$ cat config.mk
export PLATFORM = sky130hd
export DESIGN_NAME = long_issue_top
export DESIGN_NICKNAME = d
export VERILOG_FILES = /design/src/hw/issue_pkg.sv /design/src/hw/long_hazard_unit.sv /design/src/hw/long_exec_tracker.sv /design/src/hw/long_issue_top.sv
export SDC_FILE = /design/constraint.sdc
export NUM_CORES = 1
export LEC_CHECK = 0
export ABC_AREA = 1
export BUFFER_PORTS_ARGS = -buffer_cell sky130_fd_sc_hd__clkbuf_2
export CAP_MARGIN = 15
export CORE_MARGIN = 4
export CORE_UTILIZATION = 48
export CTS_CLUSTER_SIZE = 30
export DETAILED_ROUTE_END_ITERATION = 12
export GPL_TIMING_DRIVEN = 0
export PLACE_DENSITY = 0.71
export SETUP_SLACK_MARGIN = 0.3
export SYNTH_ARGS = -nofsm -noshare
export SYNTH_HDL_FRONTEND = slang
export SYNTH_SLANG_ARGS = --single-unit
$ cat constraint.sdc
create_clock -name clk -period 4.55 [get_ports clk]
set_input_delay 1.1375 -clock clk [delete_from_list [all_inputs] [get_ports clk]]
set_output_delay 1.1375 -clock clk [all_outputs]
set_load 0.03 [all_outputs]
$ cat src/hw/issue_pkg.sv
// shared sizes and types for the long-instruction issue path
package issue_pkg;

    // architectural register address, x0..x31
    localparam int unsigned REG_ADDR_W = 5;

    // scoreboard depth and commit id width
    localparam int unsigned NUM_SLOTS = 8;
    localparam int unsigned SLOT_ID_W = 3;   // log2 of NUM_SLOTS

    // execution unit that runs a long instruction
    typedef enum logic [1:0] {
        EXU_ALU = 2'd0,
        EXU_MUL = 2'd1,
        EXU_DIV = 2'd2
    } exu_type_e;

    // fixed unit latencies in cycles
    // div latency is a module parameter, it varies per build
    localparam int unsigned ALU_CYCLES = 1;
    localparam int unsigned MUL_CYCLES = 3;

endpackage

$ cat src/hw/long_hazard_unit.sv
`timescale 1ns/100ps

// scoreboard for in-flight long instructions
// raw and waw checks, lowest-free slot allocation, alu forwarding flags
module long_hazard_unit (
    input  logic                             clk,
    input  logic                             rst_n,
    // decoded instruction
    input  logic                             inst_valid_i,
    input  logic [issue_pkg::REG_ADDR_W-1:0] rd_addr_i,
    input  logic [issue_pkg::REG_ADDR_W-1:0] rs1_addr_i,
    input  logic [issue_pkg::REG_ADDR_W-1:0] rs2_addr_i,
    input  logic                             rd_we_i,
    input  logic                             rs1_re_i,
    input  logic                             rs2_re_i,
    input  issue_pkg::exu_type_e             exu_type_i,
    // commit from the tracker
    input  logic                             commit_valid_i,
    input  logic [issue_pkg::SLOT_ID_W-1:0]  commit_id_i,
    // issue control
    output logic                             stall_o,
    output logic                             issue_fire_o,
    output logic [issue_pkg::SLOT_ID_W-1:0]  issue_id_o,
    output logic                             atom_lock_o,
    output logic                             alu_pass_op1_o,
    output logic                             alu_pass_op2_o
);
    import issue_pkg::*;

    // slot state
    logic [NUM_SLOTS-1:0]  slot_valid_q;            // slot holds an in-flight instruction
    logic [NUM_SLOTS-1:0]  slot_we_q;               // slot writes its rd
    logic [REG_ADDR_W-1:0] slot_rd_q   [NUM_SLOTS];
    exu_type_e             slot_type_q [NUM_SLOTS];
    logic [NUM_SLOTS-1:0]  alu_mask_q;              // one-hot newest alu writer, zero if none

    // per-slot check vectors
    logic [NUM_SLOTS-1:0]  commit_hit;              // slot retiring this cycle
    logic [NUM_SLOTS-1:0]  live;                    // valid and not retiring
    logic [NUM_SLOTS-1:0]  raw1_vec;
    logic [NUM_SLOTS-1:0]  raw2_vec;
    logic [NUM_SLOTS-1:0]  waw_vec;
    logic [NUM_SLOTS-1:0]  raw_block;               // raw hits that really stall
    logic [NUM_SLOTS-1:0]  issue_hit;               // slot filled at next edge

    logic                  is_alu;
    logic                  hazard;
    logic                  full;
    logic [SLOT_ID_W-1:0]  free_id;

    assign is_alu     = (exu_type_i == EXU_ALU);
    assign commit_hit = commit_valid_i ? (NUM_SLOTS'(1) << commit_id_i) : '0;
    assign live       = slot_valid_q & ~commit_hit;   // a commit frees its slot right away

    // compare against every live slot
    always_comb begin
        for (int i = 0; i < NUM_SLOTS; i++) begin
            raw1_vec[i] = live[i] && slot_we_q[i] && rs1_re_i && (rs1_addr_i == slot_rd_q[i]);
            raw2_vec[i] = live[i] && slot_we_q[i] && rs2_re_i && (rs2_addr_i == slot_rd_q[i]);
            // same unit keeps order by itself, only mixed units conflict
            waw_vec[i]  = live[i] && slot_we_q[i] && rd_we_i &&
                          (rd_addr_i == slot_rd_q[i]) && (exu_type_i != slot_type_q[i]);
        end
    end

    // alu reader may take the newest alu result by forwarding
    assign raw_block = is_alu ? ((raw1_vec | raw2_vec) & ~alu_mask_q) : (raw1_vec | raw2_vec);

    assign hazard = (|raw_block) || (|waw_vec);
    assign full   = &live;

    // lowest free slot, 0 when none
    always_comb begin
        free_id = '0;
        for (int i = NUM_SLOTS - 1; i >= 0; i--) begin
            if (!live[i]) begin
                free_id = SLOT_ID_W'(i);
            end
        end
    end

    assign stall_o      = inst_valid_i && (hazard || full);
    assign issue_fire_o = inst_valid_i && !stall_o;
    assign issue_id_o   = free_id;
    assign issue_hit    = issue_fire_o ? (NUM_SLOTS'(1) << free_id) : '0;
    assign atom_lock_o  = |slot_valid_q;

    // pass flags only for an accepted alu instruction
    assign alu_pass_op1_o = issue_fire_o && is_alu && (|(raw1_vec & alu_mask_q));
    assign alu_pass_op2_o = issue_fire_o && is_alu && (|(raw2_vec & alu_mask_q));

    // valid bits, issue wins over commit on the same slot
    always_ff @(posedge clk or negedge rst_n) begin
        if (!rst_n) begin
            slot_valid_q <= '0;
        end else begin
            slot_valid_q <= (slot_valid_q & ~commit_hit) | issue_hit;
        end
    end

    // newest alu writer tracking
    always_ff @(posedge clk or negedge rst_n) begin
        if (!rst_n) begin
            alu_mask_q <= '0;
        end else if (issue_fire_o && is_alu && rd_we_i) begin
            alu_mask_q <= issue_hit;             // newer writer replaces older one
        end else if (|(alu_mask_q & commit_hit)) begin
            alu_mask_q <= '0;                    // its result left the pipe
        end
    end

    // slot payload
    always_ff @(posedge clk) begin
        if (issue_fire_o) begin
            slot_we_q[free_id]   <= rd_we_i;
            slot_rd_q[free_id]   <= rd_addr_i;
            slot_type_q[free_id] <= exu_type_i;
        end
    end

    // tracker must only retire what this scoreboard holds
    a_commit_live: assert property (
        @(posedge clk) disable iff (!rst_n)
        commit_valid_i |-> slot_valid_q[commit_id_i]
    ) else $error("commit of empty slot %0d", commit_id_i);

    // allocated slot is empty or retiring, so a full scoreboard never fires
    a_no_fire_full: assert property (
        @(posedge clk) disable iff (!rst_n)
        issue_fire_o |-> !live[issue_id_o]
    ) else $error("issue into occupied slot %0d", issue_id_o);

endmodule

$ cat src/hw/long_exec_tracker.sv
`timescale 1ns/100ps

// latency model for alu, mul and div units
// one countdown per slot, one commit per cycle, lowest ready slot first
module long_exec_tracker #(
    parameter int unsigned DIV_CYCLES = 6       // 2..15
) (
    input  logic                             clk,
    input  logic                             rst_n,
    // issue from the hazard unit
    input  logic                             issue_fire_i,
    input  logic [issue_pkg::SLOT_ID_W-1:0]  issue_id_i,
    input  issue_pkg::exu_type_e             issue_type_i,
    input  logic [issue_pkg::REG_ADDR_W-1:0] issue_rd_i,
    // commit
    output logic                             commit_valid_o,
    output logic [issue_pkg::SLOT_ID_W-1:0]  commit_id_o,
    output logic [issue_pkg::REG_ADDR_W-1:0] commit_rd_o
);
    import issue_pkg::*;

    localparam int unsigned CNT_W = 4;          // holds latencies up to 15

    logic [NUM_SLOTS-1:0]  busy_q;              // slot executing or waiting to commit
    logic [CNT_W-1:0]      cnt_q [NUM_SLOTS];   // cycles left until ready
    logic [REG_ADDR_W-1:0] rd_q  [NUM_SLOTS];   // rd returned with the commit

    logic [NUM_SLOTS-1:0]  ready;
    logic [NUM_SLOTS-1:0]  commit_hit;
    logic [NUM_SLOTS-1:0]  issue_hit;
    logic [CNT_W-1:0]      load_cnt;

    // latency of the unit that runs the instruction
    function automatic logic [CNT_W-1:0] unit_latency(input exu_type_e t);
        logic [CNT_W-1:0] lat;
        case (t)
            EXU_ALU: lat = CNT_W'(ALU_CYCLES);
            EXU_MUL: lat = CNT_W'(MUL_CYCLES);
            EXU_DIV: lat = CNT_W'(DIV_CYCLES);
            default: lat = CNT_W'(ALU_CYCLES);  // unused code
        endcase
        return lat;
    endfunction

    assign load_cnt  = unit_latency(issue_type_i);
    assign issue_hit = issue_fire_i ? (NUM_SLOTS'(1) << issue_id_i) : '0;

    // ready once the countdown has run out
    always_comb begin
        for (int i = 0; i < NUM_SLOTS; i++) begin
            ready[i] = busy_q[i] && (cnt_q[i] == '0);
        end
    end

    // lowest ready slot wins
    always_comb begin
        commit_id_o = '0;
        for (int i = NUM_SLOTS - 1; i >= 0; i--) begin
            if (ready[i]) begin
                commit_id_o = SLOT_ID_W'(i);
            end
        end
    end

    assign commit_valid_o = |ready;
    assign commit_rd_o    = rd_q[commit_id_o];
    assign commit_hit     = commit_valid_o ? (NUM_SLOTS'(1) << commit_id_o) : '0;

    // busy bits, a new issue may reuse the slot committing now
    always_ff @(posedge clk or negedge rst_n) begin
        if (!rst_n) begin
            busy_q <= '0;
        end else begin
            busy_q <= (busy_q & ~commit_hit) | issue_hit;
        end
    end

    // countdown, holds at zero while the slot waits its turn
    always_ff @(posedge clk or negedge rst_n) begin
        if (!rst_n) begin
            for (int i = 0; i < NUM_SLOTS; i++) begin
                cnt_q[i] <= '0;
            end
        end else begin
            for (int i = 0; i < NUM_SLOTS; i++) begin
                if (issue_hit[i]) begin
                    cnt_q[i] <= load_cnt;
                end else if (cnt_q[i] != '0) begin
                    cnt_q[i] <= cnt_q[i] - 1'b1;
                end
            end
        end
    end

    // rd tag per slot
    always_ff @(posedge clk) begin
        if (issue_fire_i) begin
            rd_q[issue_id_i] <= issue_rd_i;
        end
    end

    // hazard unit allocation must match tracker occupancy
    a_load_free: assert property (
        @(posedge clk) disable iff (!rst_n)
        issue_fire_i |-> (!busy_q[issue_id_i] || commit_hit[issue_id_i])
    ) else $error("issue into busy slot %0d", issue_id_i);

endmodule

$ cat src/hw/long_issue_top.sv
`timescale 1ns/100ps

// long-instruction issue subsystem
// hazard unit gates decode, tracker returns commits
module long_issue_top #(
    parameter int unsigned DIV_CYCLES = 6       // div unit latency, 2..15
) (
    input  logic                             clk,
    input  logic                             rst_n,
    // decode
    input  logic                             inst_valid_i,
    input  logic [issue_pkg::REG_ADDR_W-1:0] rd_addr_i,
    input  logic [issue_pkg::REG_ADDR_W-1:0] rs1_addr_i,
    input  logic [issue_pkg::REG_ADDR_W-1:0] rs2_addr_i,
    input  logic                             rd_we_i,
    input  logic                             rs1_re_i,
    input  logic                             rs2_re_i,
    input  issue_pkg::exu_type_e             exu_type_i,
    // issue status
    output logic                             stall_o,
    output logic [issue_pkg::SLOT_ID_W-1:0]  issue_id_o,
    output logic                             atom_lock_o,
    output logic                             alu_pass_op1_o,
    output logic                             alu_pass_op2_o,
    // commit
    output logic                             commit_valid_o,
    output logic [issue_pkg::SLOT_ID_W-1:0]  commit_id_o,
    output logic [issue_pkg::REG_ADDR_W-1:0] commit_rd_o
);

    logic issue_fire;                           // accepted instruction this cycle

    long_hazard_unit u_hazard (
        .clk            (clk),
        .rst_n          (rst_n),
        .inst_valid_i   (inst_valid_i),
        .rd_addr_i      (rd_addr_i),
        .rs1_addr_i     (rs1_addr_i),
        .rs2_addr_i     (rs2_addr_i),
        .rd_we_i        (rd_we_i),
        .rs1_re_i       (rs1_re_i),
        .rs2_re_i       (rs2_re_i),
        .exu_type_i     (exu_type_i),
        .commit_valid_i (commit_valid_o),       // commit frees the slot same cycle
        .commit_id_i    (commit_id_o),
        .stall_o        (stall_o),
        .issue_fire_o   (issue_fire),
        .issue_id_o     (issue_id_o),
        .atom_lock_o    (atom_lock_o),
        .alu_pass_op1_o (alu_pass_op1_o),
        .alu_pass_op2_o (alu_pass_op2_o)
    );

    long_exec_tracker #(
        .DIV_CYCLES (DIV_CYCLES)
    ) u_tracker (
        .clk            (clk),
        .rst_n          (rst_n),
        .issue_fire_i   (issue_fire),
        .issue_id_i     (issue_id_o),
        .issue_type_i   (exu_type_i),           // unit type straight from decode
        .issue_rd_i     (rd_addr_i),
        .commit_valid_o (commit_valid_o),
        .commit_id_o    (commit_id_o),
        .commit_rd_o    (commit_rd_o)
    );

endmodule

* Word level (Yosys, flattened, before mapping)
Memories as Yosys holds them, arrays and structs flattened. Index checks and enable logic that the tools add are counted.
Word-level totals: output and inout port bits 16, input bits 23, ROM bits 0, memories kept 3, register bits after elaboration 64, latch bits 0, RAM bits 96
Memories:
- u_hazard.slot_rd_q | words 8, width 5, read ports 8, clocked after Yosys merged registers in 0, wr ports 1, line long_hazard_unit.sv:33 | logic [REG_ADDR_W-1:0] slot_rd_q [NUM_SLOTS];
- u_tracker.rd_q | words 8, width 5, read ports 1, clocked after Yosys merged registers in 0, wr ports 1, line long_exec_tracker.sv:26 | logic [REG_ADDR_W-1:0] rd_q [NUM_SLOTS];
- u_hazard.slot_type_q | words 8, width 2, read ports 8, clocked after Yosys merged registers in 0, wr ports 1, line long_hazard_unit.sv:34 | exu_type_e slot_type_q [NUM_SLOTS];
Cells by class: $lt $le $gt $ge 2, reduce and logical (&&, ||, !) cells 116, bitwise operators 11, muxes and demuxes 43, multipliers 0, shifts and indexed selects 2, divide/modulo/power cells 0, eq/ne operators 34, $add $sub $neg 8
Operator list (count):
- equality test 5 bit | 24
- logical AND 1 bit | 79
- 2-to-1 mux 4 bit | 16
- OR reduction 8 bit | 7
- bitwise AND 8 bit | 6
- 2-to-1 mux 3 bit | 16
- 2-to-1 mux 8 bit | 5
- logical NOT 4 bit | 8
- nonzero test 4 bit | 8
- subtractor 4 x 1 -> 4 bit (second input constant) | 8
- bitwise OR 8 bit | 3
- nonzero test 2 bit | 9
- != test 2 bit | 8
- NOT 8 bit | 2
- << shifter 1 x 3 -> 8 bit (first input constant) | 2
- bitwise mux 8 bit | 1
- AND reduction 8 bit | 1
- case mux 3 bit (2 select lines) | 1
- less-than comparator 3 x 4 -> 1 bit (second input constant) | 1
- demux 1 bit (select 3 bit) | 1
- greater-or-equal comparator 3 x 1 -> 1 bit (second input constant) | 1
- 2-to-1 mux 1 bit | 3
- equality test 2 x 1 -> 1 bit (second input constant) | 1
- equality test 2 bit (second input constant) | 1
- 3 further kinds | 4

* Depth between registers and ports, before layout
depth in word-level cells 29, gate-level depth with buffers 24, gate-level depth less buffers 24

* Cells and area by module
Synthesis repeated with hierarchy kept, for this count alone.
Unflattened totals: cells, all modules 1196, area, all modules 9461.6 µm²
Modules (own cells, without submodules):
- long_hazard_unit | times used 1, cells each 787, seq. area each 2322.2 µm², area each 5435.2 µm²
- long_exec_tracker | times used 1, cells each 409, seq. area each 2202.1 µm², area each 4026.4 µm²

* Least setup slack after synthesis
No wires, ideal clock.
path kind input -> output, start input port exu_type_i[0], end output port alu_pass_op1_o, path slack 0.112 ns, arrival 3.301 ns, cell stages on the path 14, cell sequence clkbuf_1 inv_1 ha_1 clkbuf_1 inv_1 o21ai_0 nand2_1 o21bai_1 nor2_1 nand3_2 nor2_4 buf_6 nand2_1 nor2_1
Between the ends: word-level cells in the longest chain between the ends 10
RTL lines:
- from (decl) | line long_issue_top.sv:18 | input issue_pkg::exu_type_e exu_type_i,
- logical NOT 2 bit or != test 2 bit (tied branches) | line long_hazard_unit.sv:51, long_hazard_unit.sv:62
- 2-to-1 mux 8 bit or logical AND 1 bit (tied branches) | line long_hazard_unit.sv:67, long_hazard_unit.sv:62
- OR reduction 8 bit | line long_hazard_unit.sv:69 | assign hazard = (|raw_block) || (|waw_vec);
- logical OR 1 bit | line long_hazard_unit.sv:69
- logical OR 1 bit | line long_hazard_unit.sv:82 | assign stall_o = inst_valid_i && (hazard || full);
- logical AND 1 bit | line long_hazard_unit.sv:82
- logical NOT 1 bit | line long_hazard_unit.sv:83 | assign issue_fire_o = inst_valid_i && !stall_o;
- logical AND 1 bit | line long_hazard_unit.sv:83
- logical AND 1 bit (*) (2 in series) | line long_hazard_unit.sv:89 | assign alu_pass_op1_o = issue_fire_o && is_alu && (|(raw1_vec & alu_mask_q));
- to (decl) | line long_issue_top.sv:23 | output logic alu_pass_op1_o,
Mark *: on every way between the ends. The rest lies on a longest branch, timed or not.

* Worst setup path after layout
start register u_tracker.cnt_q[17] in the netlist's numbering, end output port alu_pass_op1_o
Between the ends: word-level cells in the longest chain between the ends 24
RTL lines:
- from (decl) | line long_exec_tracker.sv:25 | logic [CNT_W-1:0] cnt_q [NUM_SLOTS];
- from (signal, indexed assignment) | line long_exec_tracker.sv:87 | cnt_q[i] <= load_cnt;
- from (signal, indexed assignment) | line long_exec_tracker.sv:89 | cnt_q[i] <= cnt_q[i] - 1'b1;
- logical NOT 4 bit (*) | line long_exec_tracker.sv:51 | ready[i] = busy_q[i] && (cnt_q[i] == '0);
- logical AND 1 bit (*) | line long_exec_tracker.sv:51
- 2-to-1 mux 3 bit (4 in series) | line long_exec_tracker.sv:59 | if (ready[i]) begin
- << shifter 1 x 3 -> 8 bit | line long_hazard_unit.sv:52 | assign commit_hit = commit_valid_i ? (NUM_SLOTS'(1) << commit_id_i) : '0;
- 2-to-1 mux 8 bit (*) | line long_hazard_unit.sv:52
- NOT 8 bit (*) | line long_hazard_unit.sv:53 | assign live = slot_valid_q & ~commit_hit;
- bitwise AND 8 bit (*) | line long_hazard_unit.sv:53
- logical AND 1 bit | line long_hazard_unit.sv:58, long_hazard_unit.sv:59, long_hazard_unit.sv:61
- [... 5 more ...]
- OR reduction 8 bit | line long_hazard_unit.sv:69
- logical OR 1 bit | line long_hazard_unit.sv:69
- logical OR 1 bit | line long_hazard_unit.sv:82
- logical AND 1 bit | line long_hazard_unit.sv:82
- logical NOT 1 bit | line long_hazard_unit.sv:83
- logical AND 1 bit | line long_hazard_unit.sv:83
- logical AND 1 bit | line long_hazard_unit.sv:89
- logical AND 1 bit (*) | line long_hazard_unit.sv:89
Marked as above.

==> results.md <==
- The run finished with clean final reports.
- For the pin with the worst max-slew slack, the measured transition is 819 ps.
- The CTS tree is done.
- The pin count of the biggest net entering global routing is 57.
- The length of the first detailed-routing pass in iterations is 7.
- In this run, synthesis produced a sequential element count of 120.
- The critical path contains buffers and inverters numbering 5 combined.
- The full die area is 18000 µm².
- Traced cell by cell, the critical path runs through inv_2 > ha_2 > nor3b_4 > nand2_2 > nand2_4 > inv_6 > a21oi_4 > buf_12 > nand3_4 > nand4_1 > nand2_1 > nor2_2 > nand2_2 > nand2_4 > nand3_4 > nor2_4 > buf_6 > nand2_4 > nor2_4 > buf_8.
- The wire length per cell is 20.5 µm.
- The placeable core area is 15400 µm².
- The worst path uses 96.4% of the clock period.
- The highest attainable clock frequency is 228 MHz.
- The cell count after placement is 1152.
- The cell taking the most area after synthesis is sky130_fd_sc_hd__edfxtp_1.
- The delay of the slowest critical-path stage is 390 ps.
- The library cells used most frequently in the layout, excluding fill and tap cells, are sky130_fd_sc_hd__nand2_1 (179), sky130_fd_sc_hd__buf_4 (84), sky130_fd_sc_hd__inv_1 (76).
- The design draws 7150 µW.
- The most numerous cell on the critical path is sky130_fd_sc_hd__nand2_4.
- The library cell used most frequently in the layout, excluding fill and tap cells, is sky130_fd_sc_hd__nand2_1.
- Port buffering added 31 buffers.
- The leakage dissipation is 0.00456 µW.
- Setup repair after global routing could not meet its margin everywhere.
- The first-pass GRT wire length is 37300 µm.
- Fill cells in the final layout number 1099.
- The total via count in the routed design is 7738.
- Among cell families on the critical path, the largest total delay comes from simple AND/OR/NAND/NOR gates.
- The final cell count without fillers is 1288.
- The largest fanout on the critical path is 6.
- The critical setup path kind is reg -> out.
- The chip height is 134 µm.
- The share of the yosys chip area belonging to registers is 43.5%.
- In this run the remaining antenna-violating nets after routing total 0.
- No sink is reached through more buffers than the 2 on the longest clock path.
- The share of post-route cells with drive strength above 1 is 32.5%.
- In this run the horizontal extent of the chip is 134 µm.
- The DRC violations left is 0.
- The combined area of all synthesized cells is 7630 µm².
- In this run the power density over the cells is 690 nW/µm².
- The worst setup path is captured at a primary output.
- STA classifies the critical path startpoint as a flop.
- Headroom to the max-slew limit came out at 45.4%.
- The HPWL reported at the end of detailed placement is 15700 µm.
- The number of global-route vias before repair is 6959.
- After the last flow step, the layout net total stands at 1106.
- The clock-pin transition on the worst setup and hold timing paths is 70 ps.
- The number of antenna diodes is 0.
- The slowest stage cell on the critical path is sky130_fd_sc_hd__dfrtp_1.
- The overall overflow remaining after global route is 0.
- For the final routed database, the setup TNS stands at 0 ps.
- Counting every sink on the clock net gives 120.
- For this block, the initial DRC count from the detailed router was 1119.
- The number of failing setup endpoints in the final timing report is 0.
- After layout, the minimum clock period comes to 4390 ps.
- Buffers inserted to repair hold after CTS numbered 0.
- The count of maximum capacitance violations is 0.
- The path class of the tightest hold or removal check is reg -> reg.
- In the routed layout, each cell is associated on average with a via count of 6.01.
- For the worst setup path, the data arrival time is 3250 ps.
- The count of different cell masters after synthesis is 44.
- The initial standard-cell utilization of the core is 49.7%.
- At the end of routability-driven placement, the weighted congestion stood at 1.00.
- At the end of the flow the core is filled with cells to 67.5%.
- The total clock buffers created by CTS is 17.
- Yosys attributes the largest share of cell area to sky130_fd_sc_hd__edfxtp_1 (25%), sky130_fd_sc_hd__dfrtp_1 (18%), sky130_fd_sc_hd__nand2_1 (10%).
- The worst slack on hold paths is 487 ps.
- The I/O pin count is 39.
- The insertion delay of the later-clocked pin in the worst-skew pair is 440 ps.
- Between clock sinks in the finished design, the worst skew comes to 20.6 ps.
- The fraction of post-synthesis cell area in the top cell type by area is 25.2%.
- The count of synthesis-stage warnings from yosys is 0.
- IR analysis of the VDD net gives a maximum drop of 0.000358 V.
- The number of failing hold endpoints at the final stage is 0.
- The H-tree was split into 4 levels.
- From synthesis to final layout, the design area changed by 35.9%.
- The detailed-route wire length is 26400 µm.
- Across every metal layer, demand over resource in global routing totals 26.9%.
- The net count after synthesis is 952.
- At the worst endpoint, the required time is 3410 ps.
- Clock tree synthesis selected as its root buffer the cell sky130_fd_sc_hd__clkbuf_16.
- The count of pins over their slew limit was 0.
- Synthesis handed over a netlist of 910 instances.
- In this run the mean area of a mapped cell was 8.39 µm².
- The floorplan has 45 rows.
- The initial antenna violation count is 0.
[report_power, final]
group | total [µW] | leakage [µW] | switching (µW) | internal [µW]
combinational | 3830 | 0.00299 | 2290 | 1540
clock | 1440 | 0.000301 | 524 | 917
sequential | 1880 | 0.00126 | 356 | 1530
[cell type report]
type,count,area [µm²],share of cell area [%]
Tap cell,211,264,2.55
Sequential cell,120,3320,32.0
Clock inverter,15,201,1.94
Timing Repair Buffer,135,1120,10.8
Multi-Input combinational cell,655,4380,42.2
Inverter,113,442,4.26
Clock buffer,17,425,4.10
Buffer,22,218,2.10
[registers in the layout, summed over array words and instances (netlist names)]
| signal | flops |
|---|---|
| u_tracker.cnt_q | 32 |
| u_tracker.rd_q | 30 |
| u_hazard.slot_type_q | 16 |
| u_hazard.slot_rd_q | 10 |
| u_hazard.alu_mask_q | 8 |
| u_hazard.slot_valid_q | 8 |
| u_hazard.slot_we_q | 8 |
| u_tracker.busy_q | 8 |
[layer usage]
| layer | part of all wire, % | global-route usage [%] |
|---|---|---|
| met4 | 6.4 | 11.7 |
| met5 | 0 | 0 |
| met1 | 37 | 35.4 |
| met3 | 10 | 5.93 |
| met2 | 46 | 43.1 |
[logic make-up after synthesis]
logic type | after synthesis | share of synthesized area (%)
adders and majority gates | 19 | 3.11
AOI/OAI and AO/OA | 136 | 11.2
xor gates and xnor gates | 82 | 9.41
and+or+nand+nor | 415 | 25.4
muxes | 3 | 0.443
DFF | 120 | 43.5
buffers and inverters | 135 | 6.80
[worst paths after layout]
check                      slack, ps                start  depth (start not counted)                endpoint
min reg2reg                      490  u_tracker.busy_q[4]                          2     u_tracker.busy_q[4]
max                              160  u_tracker.cnt_q[17]                         20          alu_pass_op1_o
min                              490  u_tracker.busy_q[4]                          2     u_tracker.busy_q[4]
max reg2reg                      340  u_tracker.cnt_q[12]                         31  u_hazard.alu_mask_q[3]
min in group asynchronous        820                rst_n                          1  u_hazard.alu_mask_q[2]
max in group asynchronous       3190                rst_n                          1      u_tracker.cnt_q[5]
[cells in the mapped netlist, drive strengths merged]
master   count
o21bai       1
dfrtp       56
a221oi       9
nand4       36
clkinv       3
o2111ai     10
buf          4
nor4        15
a211oi       7
o221ai       3
a22oi        5
or2          7
o22ai       33
nand3       43
nor2        71
nor3b        4
edfxtp      64
clkbuf      18
nand3b       1
xor2        44
ha          19
a21oi       22
nand2      222
o21ai       41
a31oi        2
xnor2       38
mux2         3
o211ai       3
inv        110
nor3        16
[tightest hold or removal path: cells and delay by family (launching register included)]
family	cells	cell delay, ps
flops	1	350
simple gates	2	100
[stage by stage]
stage                     setup slack, ps  cell area, µm²
after floorplan                       315            7650
after global placement               -481            8070
after detailed placement             -501            8070
after CTS                             291            9750
after global routing                 24.0           10400
final                                 164           10400
[what timing repair did]
action,in CTS,in global routing
cloned,0,0
resized for setup,138,99
pin swaps,50,51
setup buffers,68,36
hold endpoints to repair,0,0
setup endpoints to repair,9,17
No activity file was read; power rests on OpenSTA's default activity.
